## config.mk

```make
export PLATFORM = sky130hd
export DESIGN_NAME = usb_in_ep
export DESIGN_NICKNAME = d
export VERILOG_FILES = /design/src/in_ep_pkg.sv /design/src/in_crc16.sv /design/src/in_ep_ctrl.sv /design/src/in_fifo.sv /design/src/in_pkt_tx.sv /design/src/usb_in_ep.sv
export SDC_FILE = /design/constraint.sdc
export NUM_CORES = 1
export LEC_CHECK = 0
export BUFFER_PORTS_ARGS = -buffer_cell sky130_fd_sc_hd__buf_2
export CORE_MARGIN = 1
export CORE_UTILIZATION = 35
export DETAILED_ROUTE_END_ITERATION = 7
export GPL_TIMING_DRIVEN = 0
export PLACE_DENSITY = 0.59
export SLEW_MARGIN = 30
export SYNTH_ARGS = -nofsm -noshare
export SYNTH_HDL_FRONTEND = slang
export SYNTH_SLANG_ARGS = --single-unit
export TNS_END_PERCENT = 20
```

## constraint.sdc

```tcl
create_clock -name clk_i -period 3 [get_ports clk_i]
set_input_delay 0.6 -clock clk_i [delete_from_list [all_inputs] [get_ports clk_i]]
set_output_delay 0.6 -clock clk_i [all_outputs]
set_load 0.02 [all_outputs]
```

## src/in_ep_pkg.sv

```systemverilog
// ----------------------------------------------------------------------
// Shared definitions for the USB full-speed IN endpoint.
// PID byte values, transmit byte source select, transmit byte struct
// and the reflected CRC16 constants.
// ----------------------------------------------------------------------
`default_nettype none

package in_ep_pkg;

   // PID bytes as they appear on the wire, check nibble included.
   typedef enum logic [7:0] {
      PID_DATA0 = 8'hC3,
      PID_DATA1 = 8'h4B,
      PID_NAK   = 8'h5A
   } pid_e;

   // Source of the byte placed on the transmit port.
   typedef enum logic [1:0] {
      SEL_PID,
      SEL_DATA,
      SEL_CRC_LO,
      SEL_CRC_HI
   } tx_sel_e;

   // One packet byte toward the host.
   // Last marks the final byte of the packet.
   typedef struct packed {
      logic       valid;
      logic       last;
      logic [7:0] data;
   } tx_byte_t;

   // USB CRC16, processed LSB first.
   localparam logic [15:0] CRC16_INIT      = 16'hFFFF;
   localparam logic [15:0] CRC16_POLY_REFL = 16'hA001;

endpackage

`default_nettype wire

```

## src/in_crc16.sv

```systemverilog
// ----------------------------------------------------------------------
// USB CRC16 accumulator over the data bytes of one packet.
// ----------------------------------------------------------------------
`timescale 1ns/10ps
`default_nettype none

module in_crc16 (
   input  wire         clk_i,
   input  wire         rstn_i,
   input  wire         crc_clear_i,
   input  wire         crc_update_i,
   input  wire  [7:0]  crc_data_i,
   output logic [15:0] crc_o
);
   import in_ep_pkg::*;

   logic [15:0] crc_q;

   // Absorbs one byte, LSB first, reflected polynomial.
   function automatic logic [15:0] crc_byte(input logic [15:0] crc, input logic [7:0] data);
      logic [15:0] c;
      c = crc;
      for (int i = 0; i < 8; i++) begin
         if (c[0] ^ data[i]) begin
            c = (c >> 1) ^ CRC16_POLY_REFL;
         end else begin
            c = c >> 1;
         end
      end
      return c;
   endfunction

   always_ff @(posedge clk_i or negedge rstn_i) begin
      if (!rstn_i) begin
         crc_q <= CRC16_INIT;
      end else if (crc_clear_i) begin
         crc_q <= CRC16_INIT;
      end else if (crc_update_i) begin
         crc_q <= crc_byte(crc_q, crc_data_i);
      end
   end

   // Transmitted inverted, low byte first.
   assign crc_o = ~crc_q;

endmodule

`default_nettype wire

```

## src/in_ep_ctrl.sv

```systemverilog
// ----------------------------------------------------------------------
// IN endpoint controller.
// Sequences token, PID, data, CRC and handshake, keeps the data
// toggle and decides between FIFO commit and rewind.
// ----------------------------------------------------------------------
`timescale 1ns/10ps
`default_nettype none

module in_ep_ctrl #(
   parameter int MAX_PKT = 8
) (
   input  wire                clk_i,
   input  wire                rstn_i,
   // Host events.
   input  wire                in_token_i,
   input  wire                ack_i,
   input  wire                hs_timeout_i,
   input  wire                tx_ready_i,
   // FIFO.
   input  wire                in_valid_i,
   input  wire                in_empty_i,
   output logic               in_req_o,
   output logic               in_ready_o,
   output logic               in_commit_o,
   // CRC.
   output logic               crc_clear_o,
   output logic               crc_update_o,
   // Packet builder.
   output in_ep_pkg::tx_sel_e tx_sel_o,
   output in_ep_pkg::pid_e    tx_pid_o,
   output logic               tx_valid_o,
   output logic               tx_last_o,
   // Status.
   output logic               busy_o,
   output logic               toggle_o
);
   import in_ep_pkg::*;

   typedef enum logic [2:0] {
      ST_IDLE,
      ST_PID,
      ST_DATA,
      ST_CRC_LO,
      ST_CRC_HI,
      ST_WAIT_HS,
      ST_COMMIT
   } state_e;

   localparam int CNT_W = $clog2(MAX_PKT + 1);

   state_e           state_q;
   pid_e             pid_q;
   logic [CNT_W-1:0] cnt_q;
   logic             toggle_q;
   logic             busy_q;
   logic             in_req_q;
   logic             start;
   logic             data_avail;
   logic             data_take;

   // Tokens only start a transaction from idle.
   assign start      = (state_q == ST_IDLE) && in_token_i;
   assign data_avail = in_valid_i && (cnt_q < CNT_W'(MAX_PKT));
   assign data_take  = (state_q == ST_DATA) && data_avail && tx_ready_i;

   assign in_req_o     = in_req_q;
   assign in_ready_o   = data_take;
   assign crc_update_o = data_take;
   assign crc_clear_o  = start;
   assign in_commit_o  = (state_q == ST_COMMIT);
   assign busy_o       = busy_q;
   assign toggle_o     = toggle_q;
   assign tx_pid_o     = pid_q;

   always_comb begin
      case (state_q)
         ST_DATA:   tx_sel_o = SEL_DATA;
         ST_CRC_LO: tx_sel_o = SEL_CRC_LO;
         ST_CRC_HI: tx_sel_o = SEL_CRC_HI;
         default:   tx_sel_o = SEL_PID;
      endcase
   end

   assign tx_valid_o = (state_q == ST_PID) || (state_q == ST_CRC_LO) ||
                       (state_q == ST_CRC_HI) || ((state_q == ST_DATA) && data_avail);
   assign tx_last_o  = (state_q == ST_CRC_HI) ||
                       ((state_q == ST_PID) && (pid_q == PID_NAK));

   always_ff @(posedge clk_i or negedge rstn_i) begin
      if (!rstn_i) begin
         state_q  <= ST_IDLE;
         pid_q    <= PID_DATA0;
         cnt_q    <= '0;
         toggle_q <= 1'b0;
         busy_q   <= 1'b0;
         in_req_q <= 1'b0;
      end else begin
         case (state_q)
            ST_IDLE: begin
               if (start) begin
                  busy_q   <= 1'b1;
                  in_req_q <= 1'b1;
                  cnt_q    <= '0;
                  if (in_empty_i) begin
                     pid_q <= PID_NAK;
                  end else begin
                     pid_q <= toggle_q ? PID_DATA1 : PID_DATA0;
                  end
                  state_q <= ST_PID;
               end
            end
            ST_PID: begin
               if (tx_ready_i) begin
                  if (pid_q == PID_NAK) begin
                     // NAK ends the transaction without a handshake.
                     busy_q   <= 1'b0;
                     in_req_q <= 1'b0;
                     state_q  <= ST_IDLE;
                  end else begin
                     state_q <= ST_DATA;
                  end
               end
            end
            ST_DATA: begin
               if (!data_avail) begin
                  state_q <= ST_CRC_LO;
               end else if (tx_ready_i) begin
                  cnt_q <= cnt_q + 1'b1;
               end
            end
            ST_CRC_LO: begin
               if (tx_ready_i) begin
                  state_q <= ST_CRC_HI;
               end
            end
            ST_CRC_HI: begin
               if (tx_ready_i) begin
                  state_q <= ST_WAIT_HS;
               end
            end
            ST_WAIT_HS: begin
               if (ack_i) begin
                  toggle_q <= !toggle_q;
                  busy_q   <= 1'b0;
                  in_req_q <= 1'b0;
                  state_q  <= ST_COMMIT;
               end else if (hs_timeout_i) begin
                  // FIFO rewinds at the next request.
                  busy_q   <= 1'b0;
                  in_req_q <= 1'b0;
                  state_q  <= ST_IDLE;
               end
            end
            default: begin
               state_q <= ST_IDLE;
            end
         endcase
      end
   end

endmodule

`default_nettype wire

```

## src/in_fifo.sv

```systemverilog
// ----------------------------------------------------------------------
// Circular IN FIFO with paced application writes.
// Working read pointer rewinds at each new request and is
// copied to the committed pointer when the host acknowledges.
// ----------------------------------------------------------------------
`timescale 1ns/10ps
`default_nettype none

module in_fifo #(
   parameter int MAX_PKT     = 8,
   parameter int BIT_SAMPLES = 4
) (
   input  wire        clk_i,
   input  wire        rstn_i,
   // Application write port.
   input  wire  [7:0] app_in_data_i,
   input  wire        app_in_valid_i,
   output logic       app_in_ready_o,
   // Endpoint read port.
   input  wire        in_req_i,
   input  wire        in_ready_i,
   input  wire        in_commit_i,
   output logic [7:0] in_data_o,
   output logic       in_valid_o,
   // Status.
   output logic       in_empty_o,
   output logic       in_full_o
);

   // One spare slot tells full from empty.
   localparam int DEPTH = MAX_PKT + 1;
   localparam int PTR_W = $clog2(DEPTH);
   localparam int CNT_W = (BIT_SAMPLES > 1) ? $clog2(BIT_SAMPLES) : 1;
   localparam logic [PTR_W-1:0] LAST_SLOT = PTR_W'(DEPTH - 1);
   localparam logic [CNT_W-1:0] PACE_DONE = CNT_W'(BIT_SAMPLES - 1);

   logic [7:0]       mem_q [DEPTH];
   logic [PTR_W-1:0] wr_ptr_q;
   logic [PTR_W-1:0] rd_commit_q;
   logic [PTR_W-1:0] rd_work_q;
   logic [CNT_W-1:0] pace_cnt_q;
   logic             in_req_q;
   logic             req_rise;
   logic             wr_en;

   function automatic logic [PTR_W-1:0] next_ptr(input logic [PTR_W-1:0] ptr);
      return (ptr == LAST_SLOT) ? '0 : ptr + 1'b1;
   endfunction

   // Fullness is taken against the committed pointer, so bytes that
   // were sent but not yet acknowledged are never overwritten.
   assign in_empty_o = (rd_commit_q == wr_ptr_q);
   assign in_full_o  = (next_ptr(wr_ptr_q) == rd_commit_q);

   // Write side.
   assign app_in_ready_o = !in_full_o && (pace_cnt_q == PACE_DONE);
   assign wr_en          = app_in_valid_i && app_in_ready_o;

   always_ff @(posedge clk_i or negedge rstn_i) begin
      if (!rstn_i) begin
         pace_cnt_q <= '0;
         wr_ptr_q   <= '0;
      end else if (wr_en) begin
         pace_cnt_q <= '0;
         wr_ptr_q   <= next_ptr(wr_ptr_q);
      end else if (pace_cnt_q != PACE_DONE) begin
         // Holds one byte per BIT_SAMPLES clocks.
         pace_cnt_q <= pace_cnt_q + 1'b1;
      end
   end

   always_ff @(posedge clk_i) begin
      if (wr_en) begin
         mem_q[wr_ptr_q] <= app_in_data_i;
      end
   end

   // Read side.
   assign req_rise = in_req_i && !in_req_q;

   always_ff @(posedge clk_i or negedge rstn_i) begin
      if (!rstn_i) begin
         in_req_q    <= 1'b0;
         rd_commit_q <= '0;
         rd_work_q   <= '0;
      end else begin
         in_req_q <= in_req_i;
         if (req_rise) begin
            // New transaction starts from the last acknowledged byte.
            rd_work_q <= rd_commit_q;
         end else if (in_ready_i && in_valid_o) begin
            rd_work_q <= next_ptr(rd_work_q);
         end
         if (in_commit_i) begin
            rd_commit_q <= rd_work_q;
         end
      end
   end

   // Data is offered once the rewind has taken effect.
   assign in_valid_o = in_req_i && in_req_q && (rd_work_q != wr_ptr_q);
   assign in_data_o  = mem_q[rd_work_q];

endmodule

`default_nettype wire

```

## src/in_pkt_tx.sv

```systemverilog
// ----------------------------------------------------------------------
// Packet byte builder.
// Selects PID, FIFO data or CRC bytes and holds one byte at a time
// on the transmit port until the host consumes it.
// ----------------------------------------------------------------------
`timescale 1ns/10ps
`default_nettype none

module in_pkt_tx (
   input  wire                  clk_i,
   input  wire                  rstn_i,
   // From the endpoint controller.
   input  wire in_ep_pkg::tx_sel_e tx_sel_i,
   input  wire in_ep_pkg::pid_e    tx_pid_i,
   input  wire                  tx_valid_i,
   input  wire                  tx_last_i,
   // Byte sources.
   input  wire  [7:0]           fifo_data_i,
   input  wire  [15:0]          crc_i,
   // Host side.
   input  wire                  tx_ready_i,
   output in_ep_pkg::tx_byte_t  tx_o
);
   import in_ep_pkg::*;

   logic       valid_q;
   logic       last_q;
   logic [7:0] data_q;
   logic [7:0] data_d;
   logic       load;
   logic       consume;

   // Byte source mux.
   always_comb begin
      case (tx_sel_i)
         SEL_DATA:   data_d = fifo_data_i;
         SEL_CRC_LO: data_d = crc_i[7:0];
         SEL_CRC_HI: data_d = crc_i[15:8];
         default:    data_d = tx_pid_i;
      endcase
   end

   // A byte is taken whenever the output stage is empty and the
   // controller offers one. The register keeps the wire steady while
   // the FIFO pointer moves after a consumed data byte.
   assign consume = valid_q && tx_ready_i;
   assign load    = !valid_q && tx_valid_i;

   always_ff @(posedge clk_i or negedge rstn_i) begin
      if (!rstn_i) begin
         valid_q <= 1'b0;
      end else if (consume) begin
         valid_q <= 1'b0;
      end else if (load) begin
         valid_q <= 1'b1;
      end
   end

   always_ff @(posedge clk_i) begin
      if (load) begin
         data_q <= data_d;
         last_q <= tx_last_i;
      end
   end

   assign tx_o.valid = valid_q;
   assign tx_o.last  = last_q;
   assign tx_o.data  = data_q;

endmodule

`default_nettype wire

```

## src/usb_in_ep.sv

```systemverilog
// ----------------------------------------------------------------------
// USB full-speed IN endpoint top level.
// Connects the controller, the IN FIFO, the CRC and the byte builder.
// ----------------------------------------------------------------------
`timescale 1ns/10ps
`default_nettype none

module usb_in_ep #(
   parameter int MAX_PKT     = 8,
   parameter int BIT_SAMPLES = 4
) (
   input  wire                      clk_i,
   input  wire                      rstn_i,
   // Application.
   input  wire  [7:0]               app_in_data_i,
   input  wire                      app_in_valid_i,
   output wire                      app_in_ready_o,
   // Host.
   input  wire                      in_token_i,
   input  wire                      ack_i,
   input  wire                      hs_timeout_i,
   input  wire                      tx_ready_i,
   output wire in_ep_pkg::tx_byte_t tx_o,
   // Status.
   output wire                      busy_o,
   output wire                      in_empty_o,
   output wire                      in_full_o
);
   import in_ep_pkg::*;

   wire          in_req;
   wire          in_ready;
   wire          in_commit;
   wire          in_valid;
   wire [7:0]    in_data;
   wire          crc_clear;
   wire          crc_update;
   wire [15:0]   crc;
   wire tx_sel_e tx_sel;
   wire pid_e    tx_pid;
   wire          tx_valid;
   wire          tx_last;

   in_ep_ctrl #(
      .MAX_PKT (MAX_PKT)
   ) i_ctrl (
      .clk_i        (clk_i),
      .rstn_i       (rstn_i),
      .in_token_i   (in_token_i),
      .ack_i        (ack_i),
      .hs_timeout_i (hs_timeout_i),
      .tx_ready_i   (tx_ready_i),
      .in_valid_i   (in_valid),
      .in_empty_i   (in_empty_o),
      .in_req_o     (in_req),
      .in_ready_o   (in_ready),
      .in_commit_o  (in_commit),
      .crc_clear_o  (crc_clear),
      .crc_update_o (crc_update),
      .tx_sel_o     (tx_sel),
      .tx_pid_o     (tx_pid),
      .tx_valid_o   (tx_valid),
      .tx_last_o    (tx_last),
      .busy_o       (busy_o),
      .toggle_o     ()
   );

   in_fifo #(
      .MAX_PKT     (MAX_PKT),
      .BIT_SAMPLES (BIT_SAMPLES)
   ) i_fifo (
      .clk_i          (clk_i),
      .rstn_i         (rstn_i),
      .app_in_data_i  (app_in_data_i),
      .app_in_valid_i (app_in_valid_i),
      .app_in_ready_o (app_in_ready_o),
      .in_req_i       (in_req),
      .in_ready_i     (in_ready),
      .in_commit_i    (in_commit),
      .in_data_o      (in_data),
      .in_valid_o     (in_valid),
      .in_empty_o     (in_empty_o),
      .in_full_o      (in_full_o)
   );

   in_crc16 i_crc (
      .clk_i        (clk_i),
      .rstn_i       (rstn_i),
      .crc_clear_i  (crc_clear),
      .crc_update_i (crc_update),
      .crc_data_i   (in_data),
      .crc_o        (crc)
   );

   in_pkt_tx i_pkt_tx (
      .clk_i       (clk_i),
      .rstn_i      (rstn_i),
      .tx_sel_i    (tx_sel),
      .tx_pid_i    (tx_pid),
      .tx_valid_i  (tx_valid),
      .tx_last_i   (tx_last),
      .fifo_data_i (in_data),
      .crc_i       (crc),
      .tx_ready_i  (tx_ready_i),
      .tx_o        (tx_o)
   );

endmodule

`default_nettype wire
```

Yosys cells after proc, flatten, opt, wreduce, memory -nomap -nowiden
Memories as Yosys holds them, arrays and structs flattened.
Index checks and enable logic that the tools add are counted.
{ "classes": {"reduce_logical": 33, "eq_ne": 26, "magnitude_cmp": 1, "n_bitwise": 17, "n_addsub": 4, "muxes": 57} }
{ "ops": {"columns": ["op", "count"], "rows": [
  ["2-to-1 mux 16 bit", 24],
  ["2-to-1 mux 4 bit", 7],
  ["inverter 2 -> 3 bit", 8],
  ["one-hot mux 8 bit (3 select lines)", 1],
  ["2-to-1 mux 3 bit", 7],
  ["one-hot mux 3 bit (6 select lines)", 1],
  ["2-to-1 mux 8 bit", 2],
  ["!= test 2 bit, second input constant", 8],
  ["inverter 16 bit", 1],
  ["logical AND 1 bit", 13],
  ["adder 4 x 1 -> 4 bit, second input constant", 3],
  ["nonzero test 2 bit", 5],
  ["== test 3 bit, second input constant", 3],
  ["2-to-1 mux 1 bit", 9],
  ["== test 4 bit", 2],
  ["== test 4 bit, second input constant", 2],
  ["== test 8 x 7 -> 1 bit, second input constant", 1],
  ["one-hot mux 4 bit (2 select lines)", 1],
  ["bitwise XOR 1 bit", 8],
  ["== test 2 bit, second input constant", 3],
  ["== test 3 x 2 -> 1 bit, second input constant", 2],
  ["2-to-1 mux 2 bit", 3],
  ["one-hot mux 2 bit (3 select lines)", 1],
  ["AND reduction 6 bit", 1],
  ["15 further kinds", 22]
]} }
{ "word_totals": {"output_inout_bits": 14, "elab_cells": 153, "input_bits": 15, "reg_bits": 58, "mem_bits_rw": 72, "memories": 1} }
{ "memory_table": {"columns": ["name", "depth", "width", "read_ports", "rd_ports_with_merged_regs", "wr", "line_no", "source"], "rows": [
  ["i_fifo.mem_q", 9, 8, 1, 0, 1, "in_fifo.sv:37", "logic [7:0] mem_q [DEPTH];"]
]} }

Longest topological paths before layout
{ "logic_depth": {"ltp_word": 35, "ltp_mapped": 12, "depth_no_buf": 10} }

By module
Synthesis repeated with hierarchy kept, for this count alone.
{ "hier_totals": {"hier_cells": 449, "hier_area_um2": 6057.1} }
{ "by_module_without_submodules": {"columns": ["mod", "cells_per_inst", "area_per_inst_um2", "seq_area_each_um2", "instances"], "rows": [
  ["in_fifo", 236, 3764.9, 2537.4, 1],
  ["in_crc16", 96, 942.2, 420.4, 1],
  ["in_ep_ctrl", 92, 828.3, 327.8, 1],
  ["in_pkt_tx", 25, 521.8, 295.3, 1]
]} }

Least setup slack after synthesis
Ideal clock, no wire load.
{ "synth_path": {"path_type": "flip-flop to flip-flop", "startpoint": "reg i_fifo.wr_ptr_q[0]", "endpoint": "mem i_fifo.mem_q[3][0], enable pin", "path_slack_ns": -0.008, "required_time_ns": 2.605, "synth_period_minus_slack_ns": 3.008, "stages_incl_launch_ff": 10, "path_buffers": 1, "setup_time_ns": 0.395, "t_arrival_ns": 2.613, "cell_sequence": "dfrtp_1 inv_1 ha_1 nand2_1 nand3_1 a21boi_0 xor2_1 a311o_1 clkbuf_1 nor4_1"} }
{ "synth_via": {"elab_chain_len": 8, "word_cells_on_any_way": 9, "classes_between": "add/sub: 1; eq/ne: 2; mux: 3; reduce/logical: 3"} }
{ "synth_rtl": {"columns": ["item", "line_no", "source"], "rows": [
  ["start: declaration", "in_fifo.sv:38", "logic [PTR_W-1:0] wr_ptr_q;"],
  ["start signal: assignment", "in_fifo.sv:65", "wr_ptr_q <= next_ptr(wr_ptr_q);"],
  ["adder 4 x 1 -> 4 bit or == test 4 bit (tied branches)", "in_fifo.sv:47", "return (ptr == LAST_SLOT) ? '0 : ptr + 1'b1;"],
  ["2-to-1 mux 4 bit", "in_fifo.sv:47", null],
  ["== test 4 bit", "in_fifo.sv:53", "assign in_full_o = (next_ptr(wr_ptr_q) == rd_commit_q);"],
  ["logical NOT 1 bit", "in_fifo.sv:56", "assign app_in_ready_o = !in_full_o && (pace_cnt_q == PACE_DONE);"],
  ["logical AND 1 bit", "in_fifo.sv:56", null],
  ["logical AND 1 bit", "in_fifo.sv:57", "assign wr_en = app_in_valid_i && app_in_ready_o;"],
  ["2-to-1 mux 1 bit", "in_fifo.sv:73", "if (wr_en) begin"],
  ["2-to-1 mux 1 bit (not written as such)", "in_fifo.sv:74", "mem_q[wr_ptr_q] <= app_in_data_i;"],
  ["end: declaration", "in_fifo.sv:37", null]
]} }
Parallel ways exist; a longest one is shown, timed or not.

Final worst setup path
{ "layout_path": {"startpoint": "reg i_fifo.rd_work_q[0]", "endpoint": "reg i_crc.crc_q[0]"} }
{ "layout_via": {"elab_chain_len": 33, "word_cells_on_any_way": 39, "classes_between": "eq/ne: 1; mux: 24; bitwise: 8; reduce/logical: 5; memory: 1"} }
{ "layout_rtl": {"columns": ["item", "line_no", "source"], "rows": [
  ["start: declaration", "in_fifo.sv:40", "logic [PTR_W-1:0] rd_work_q;"],
  ["start signal: assignment", "in_fifo.sv:90", "rd_work_q <= rd_commit_q;"],
  ["start signal: assignment", "in_fifo.sv:92", "rd_work_q <= next_ptr(rd_work_q);"],
  ["memory (9 x 8 bit)", null, null],
  ["bitwise XOR 1 bit", "in_crc16.sv:24", "if (c[0] ^ data[i]) begin"],
  ["2-to-1 mux 16 bit", "in_crc16.sv:24", null],
  ["2-to-1 mux 16 bit", "in_crc16.sv:38", "end else if (crc_update_i) begin"],
  ["2-to-1 mux 16 bit", "in_crc16.sv:36", "end else if (crc_clear_i) begin"],
  ["bitwise XOR 1 bit", "in_crc16.sv:24", null],
  ["2-to-1 mux 16 bit", "in_crc16.sv:24", null],
  ["2-to-1 mux 16 bit", "in_crc16.sv:38", null],
  ["[... 17 more ...]", null, null],
  ["bitwise XOR 1 bit", "in_crc16.sv:24", null],
  ["2-to-1 mux 16 bit", "in_crc16.sv:24", null],
  ["2-to-1 mux 16 bit", "in_crc16.sv:38", null],
  ["2-to-1 mux 16 bit", "in_crc16.sv:36", null],
  ["bitwise XOR 1 bit", "in_crc16.sv:24", null],
  ["2-to-1 mux 16 bit", "in_crc16.sv:24", null],
  ["2-to-1 mux 16 bit", "in_crc16.sv:38", null],
  ["2-to-1 mux 16 bit", "in_crc16.sv:36", null],
  ["end signal: assignment", "in_crc16.sv:39", "crc_q <= crc_byte(crc_q, crc_data_i);"],
  ["end: declaration", "in_crc16.sv:17", "logic [15:0] crc_q;"]
]} }
Parallel ways exist; a longest one is shown, timed or not. The select of a mux whose other input is x is not followed.
A chain may end at the register's enable or synchronous reset.

==> report_table.html <==
<table>
<tr><th>Metric</th><th>Value</th></tr>
<tr><th colspan="2">Routing</th></tr>
<tr><td>Wire length after detailed routing</td><td>approximately 13,000 um</td></tr>
<tr><td>Drt drc</td><td>0</td></tr>
<tr><td>Detailed-route wire length per cell</td><td>roughly 17 um</td></tr>
<tr><td>Vias per cell</td><td>approximately 5.0</td></tr>
<tr><td>First DRT Iteration DRCs</td><td>about 240</td></tr>
<tr><td>Total vias in the final route</td><td>3,774</td></tr>
<tr><td>Post-route ant nets</td><td>0</td></tr>
<tr><td>1st-pass router iterations</td><td>4</td></tr>
<tr><th colspan="2">Setup path</th></tr>
<tr><td>Startpoint type of the worst setup path</td><td>flop</td></tr>
<tr><td>Type of the worst setup path</td><td>reg -&gt; reg</td></tr>
<tr><td>Buffers plus inverters on the worst setup path</td><td>3</td></tr>
<tr><td>Kind of capture point of the worst setup path</td><td>flop</td></tr>
<tr><td>Slowest cell on the critical path</td><td>dfrtp_1</td></tr>
<tr><td>Cell chain of the critical path</td><td>buf_6, buf_12, buf_6, mux2_2, a221o_1, o22ai_2, xor2_1, xnor2_2, xnor3_1, a21oi_1</td></tr>
<tr><td>WP data required</td><td>approximately 3.3 ns</td></tr>
<tr><td>Largest delay contributor family on the critical path</td><td>XOR/XNOR gates</td></tr>
<tr><td>Crit Path Max Fanout</td><td>10</td></tr>
<tr><td>Most frequent cell on the critical path</td><td>buf_6</td></tr>
<tr><td>Critical Path Max Stage Delay</td><td>0.38 ns</td></tr>
<tr><td>CP Data Arrival Time</td><td>3.17 ns</td></tr>
<tr><th colspan="2">GRT</th></tr>
<tr><td>Number of global-route vias before repair</td><td>approximately 3,800</td></tr>
<tr><td>Pin count of the biggest net entering global routing</td><td>46</td></tr>
<tr><td>Total congestion overflow after global routing</td><td>0</td></tr>
<tr><td>Global-route wire length before repair</td><td>roughly 21,000 um</td></tr>
<tr><td>Number of antenna violations at the first check in global routing</td><td>0</td></tr>
<tr><td>Total GRT Usage</td><td>approximately 16%</td></tr>
<tr><th colspan="2">Power and ir drop</th></tr>
<tr><td>Power density normalized to cell area</td><td>approximately 1100 nW/um^2</td></tr>
<tr><td>Sequential Power Share</td><td>a little under a third</td></tr>
<tr><td>Maximum vdd drop</td><td>~0.6 mV</td></tr>
<tr><td>Leakage</td><td>between 2 and 3 nW</td></tr>
<tr><td>Part of the total power dissipated in the clock network</td><td>25.5%</td></tr>
<tr><td>Sum of internal, switching and leakage power</td><td>0.00812 W</td></tr>
<tr><td>Switching share of power</td><td>a little over a third</td></tr>
<tr><td>Combinational fraction of design power</td><td>42.7%</td></tr>
<tr><td>Switching power summed over all nets</td><td>a little under 0.003 W</td></tr>
<tr><td>Internal power</td><td>slightly above 0.005 W</td></tr>
<tr><th colspan="2">Floorplanning</th></tr>
<tr><td>Starting density of the core</td><td>36.0%</td></tr>
<tr><td>DIE AREA</td><td>about 18,000 sq um</td></tr>
<tr><td>Y dimension of the die</td><td>133 um</td></tr>
<tr><td>Horiz. Die Dim</td><td>approximately 130 um</td></tr>
<tr><td>I/O pin cnt</td><td>29</td></tr>
<tr><td>Placement row count</td><td>47</td></tr>
<tr><td>Core ar.</td><td>between 15,000 and 20,000 sq um</td></tr>
<tr><th colspan="2">STA</th></tr>
<tr><td>Worst setup margin</td><td>between 0.15 and 0.2 ns</td></tr>
<tr><td>Final clock period utilization by the worst path</td><td>a little over nine tenths</td></tr>
<tr><td>Final Hold Fails</td><td>0</td></tr>
<tr><td>Final setup violation count</td><td>0</td></tr>
<tr><td>Max-slew headroom at the worst pin</td><td>57.7%</td></tr>
<tr><td>Peak clock frequency supported by timing</td><td>353 MHz</td></tr>
<tr><td>Clock skew</td><td>slightly above 0.007 ns</td></tr>
<tr><td>Final critical-path required period</td><td>around 2.8 ns</td></tr>
<tr><td>Hold Worst Slack</td><td>roughly 0.20 ns</td></tr>
<tr><td>RSZ-0062 raised after global routing</td><td>yes</td></tr>
<tr><td>Transition time at the pin with the least slew margin</td><td>around 0.63 ns</td></tr>
<tr><td>Fin. max-slew vios</td><td>0</td></tr>
<tr><th colspan="2">Yosys</th></tr>
<tr><td>Most instantiated flip-flop cell in the synthesis netlist</td><td>edfxtp_1</td></tr>
<tr><td>Synth cell count leaders</td><td>edfxtp_1 (81), nand2_1 (42), o21ai_0 (40), dfrtp_1 (27), mux2i_1 (24)</td></tr>
<tr><td>Cell area after synthesis</td><td>approximately 6000 sq um</td></tr>
<tr><td>Number of warning messages in the yosys log</td><td>0</td></tr>
<tr><td>Area contributors post-synth</td><td>edfxtp_1 (41%), dfrtp_1 (11%), dfstp_2 (7.9%)</td></tr>
<tr><td>Library cell with the highest instance count after synthesis</td><td>edfxtp_1</td></tr>
<tr><td>Synthesis-stage register bit count</td><td>around 130</td></tr>
<tr><td>FFs w/ async S/R, synth</td><td>a little over a third</td></tr>
<tr><td>Fraction of post-synthesis cell area in the top cell type by area</td><td>40.8%</td></tr>
<tr><td>Sequential fraction of the synthesis area</td><td>about three fifths</td></tr>
<tr><td>Yosys cell types</td><td>60</td></tr>
<tr><td>Gate count of the mapped netlist</td><td>approximately 470</td></tr>
<tr><td>Per-instance average area after synthesis</td><td>between 10 and 15 sq um</td></tr>
<tr><td>Synth Net Count</td><td>just under 500</td></tr>
<tr><td>Post-synth top area cell</td><td>edfxtp_1</td></tr>
<tr><td>Number of flops mapped to enable cells by yosys</td><td>81</td></tr>
<tr><th colspan="2">Placement</th></tr>
<tr><td>Placed cells</td><td>718</td></tr>
<tr><td>Placed standard-cell area</td><td>roughly 6400 sq um</td></tr>
<tr><td>Half-perimeter wire length after placement</td><td>between 8000 and 9000 um</td></tr>
<tr><td>Number of buffers inserted by port buffering</td><td>28</td></tr>
<tr><td>Routability cong.</td><td>about 0.81</td></tr>
<tr><td>Worst slack after detailed placement</td><td>-0.345 ns</td></tr>
<tr><th colspan="2">Clock network</th></tr>
<tr><td>Insertion delay of the later-clocked pin in the worst-skew pair</td><td>0.42 ns</td></tr>
<tr><td>CTS Root Buffer Type</td><td>clkbuf_16</td></tr>
<tr><td>Clock Path Buffers</td><td>2</td></tr>
<tr><td>CTS clock-pin slew for the worst setup and hold paths</td><td>around 0.06 ns</td></tr>
<tr><td>Inserted Clock Buffers</td><td>17</td></tr>
<tr><td>Clock Sinks</td><td>around 130</td></tr>
<tr><td>CTS tree</td><td>yes</td></tr>
<tr><td>Number of levels in the clock H-tree</td><td>4</td></tr>
<tr><th colspan="2">Finish</th></tr>
<tr><td>Post-layout net count</td><td>540</td></tr>
<tr><td>Final Cell Area</td><td>7120 sq um</td></tr>
<tr><td>Layout Cells excl Fill</td><td>between 700 and 800</td></tr>
<tr><td>Layout filler cell count</td><td>between 1,500 and 2,000</td></tr>
<tr><td>Share of final-layout standard cells stronger than drive strength 1</td><td>27.2%</td></tr>
<tr><td>Ant diodes</td><td>0</td></tr>
<tr><td>Layout overhead on the synthesized area</td><td>19.5%</td></tr>
<tr><th colspan="2">Run</th></tr>
<tr><td>Number of maximum-capacitance constraint violations</td><td>0</td></tr>
<tr><th colspan="2">Hold path</th></tr>
<tr><td>Class of the most critical hold timing path</td><td>in -&gt; async</td></tr>
<tr><th colspan="2">Status</th></tr>
<tr><td>Outcome</td><td>finished, final reports clean</td></tr>
</table>
area by class of cell:
| class | instances | area [sq um] | area share (%) |
|---|---|---|---|
| Tap cell | 220 | 275 | 3.86 |
| Sequential cell | 126 | 3580 | 50.3 |
| Clock inverter | 13 | 164 | 2.30 |
| Clock buffer | 19 | 433 | 6.08 |
| Buffer | 26 | 155 | 2.18 |
| Timing Repair Buffer | 33 | 173 | 2.42 |
| Multi-Input combinational cell | 300 | 2290 | 32.2 |
| Inverter | 13 | 48.8 | 0.685 |
final timing paths:
kind	startpoint	end	slack (ns)	depth (start not counted)
worst min register to register	i_crc.crc_q[11]	i_crc.crc_q[3]	0.47	2
min in group clk_i	i_crc.crc_q[11]	i_crc.crc_q[3]	0.47	2
worst max-delay path	i_fifo.rd_work_q[0]	i_crc.crc_q[0]	0.17	10
max in group asynchronous	rstn_i	i_fifo.wr_ptr_q[0]	2.36	1
worst max register to register	i_fifo.rd_work_q[0]	i_crc.crc_q[0]	0.17	10
worst min-delay path	rstn_i	i_ctrl.toggle_o	0.20	1
repair_timing:
item,CTS,global route
pin swaps,1,1
gates cloned,0,0
buffers inserted,1,1
hold buffers,0,0
gates resized for setup,18,15
endpoints found under the setup margin,93,86
routing by layer:
layer / wire length (um) / vias to the layer above / global-route usage (%)
li1: - / 1809 / -
met1: 5870 / 1867 / 20.5
met2: 6310 / 79 / 25.6
met3: 451 / 19 / 3.37
met4: 214 / 0 / 7.54
met5: 0 / - / 0
sequential cells by signal, summed over array words and instances (netlist names):
| signal | count |
|---|---|
| i_ctrl.busy_o | 1 |
| i_crc.crc_q | 16 |
| i_fifo.rd_work_q | 4 |
| i_fifo.mem_q | 72 |
| i_ctrl.state_q | 3 |
| i_fifo.in_req_q | 1 |
| i_pkt_tx.data_q | 8 |
| i_pkt_tx.valid_q | 1 |
| i_ctrl.toggle_o | 1 |
| i_fifo.rd_commit_q | 4 |
| i_ctrl.tx_pid_o | 4 |
| i_pkt_tx.last_q | 1 |
| i_ctrl.cnt_q | 4 |
| i_fifo.pace_cnt_q | 2 |
| i_fifo.wr_ptr_q | 4 |
cell families after synthesis:
group | after synthesis | share of synthesized area, %
simple gates | 121 | 9.76
mux | 39 | 8.18
buf+inv | 41 | 3.53
compound gates | 94 | 10.4
flops | 126 | 60.1
xor+xnor | 38 | 6.44
fa+ha+maj | 8 | 1.68
power groups by stage:
stage | Sequential (W) | Combinational (W) | Clock [W]
global route | 0.00263 | 0.00382 | 0.00218
finish | 0.00258 | 0.00347 | 0.00207
floorplan | 0.00258 | 0.00263 | 0
CTS | 0.00257 | 0.00341 | 0.00210
detailed placement | 0.00258 | 0.00339 | 0
global placement | 0.00257 | 0.00333 | 0
worst register-to-register path: stages, from the launching register on:
cell,delay (ns)
dfrtp_1,0.38
buf_6,0.18
buf_12,0.16
buf_6,0.17
mux2_2,0.34
a221o_1,0.36
o22ai_2,0.21
xor2_1,0.26
xnor2_2,0.19
xnor3_1,0.36
a21oi_1,0.16
metrics by stage:
stage | setup TNS [ns] | utilization [%]
after global routing | -0.00733 | 43.0
final | 0 | 43.0
after floorplan | -0.128 | -
after CTS | 0 | 42.6
after detailed placement | -21.45 | 38.7
after global placement | -33.53 | 38.5
cells in the final DEF (no fill, tap or decap), types with 5 or more instances in the layout:
| cell | synthesis | layout |
|---|---|---|
| nand3_1 | 5 | 5 |
| nand2b_1 | 6 | 6 |
| mux4_2 | 7 | 7 |
| clkbuf_16 | 0 | 17 |
| dfstp_2 | 18 | 18 |
| nand2_1 | 42 | 42 |
| and2_4 | 0 | 6 |
| nor2_1 | 23 | 22 |
| a21oi_1 | 15 | 15 |
| xnor2_1 | 18 | 16 |
| buf_4 | 5 | 8 |
| ha_1 | 8 | 7 |
| dfrtp_1 | 27 | 24 |
| edfxtp_1 | 81 | 81 |
| mux2i_1 | 24 | 24 |
| o21ai_0 | 40 | 40 |
| mux2_2 | 8 | 8 |
| buf_2 | 5 | 35 |
| inv_1 | 13 | 13 |
| clkbuf_1 | 13 | 12 |
| nor2b_1 | 9 | 9 |
| xor2_1 | 15 | 15 |
| nor3_1 | 15 | 12 |
(Power assumes the default switching activity.)
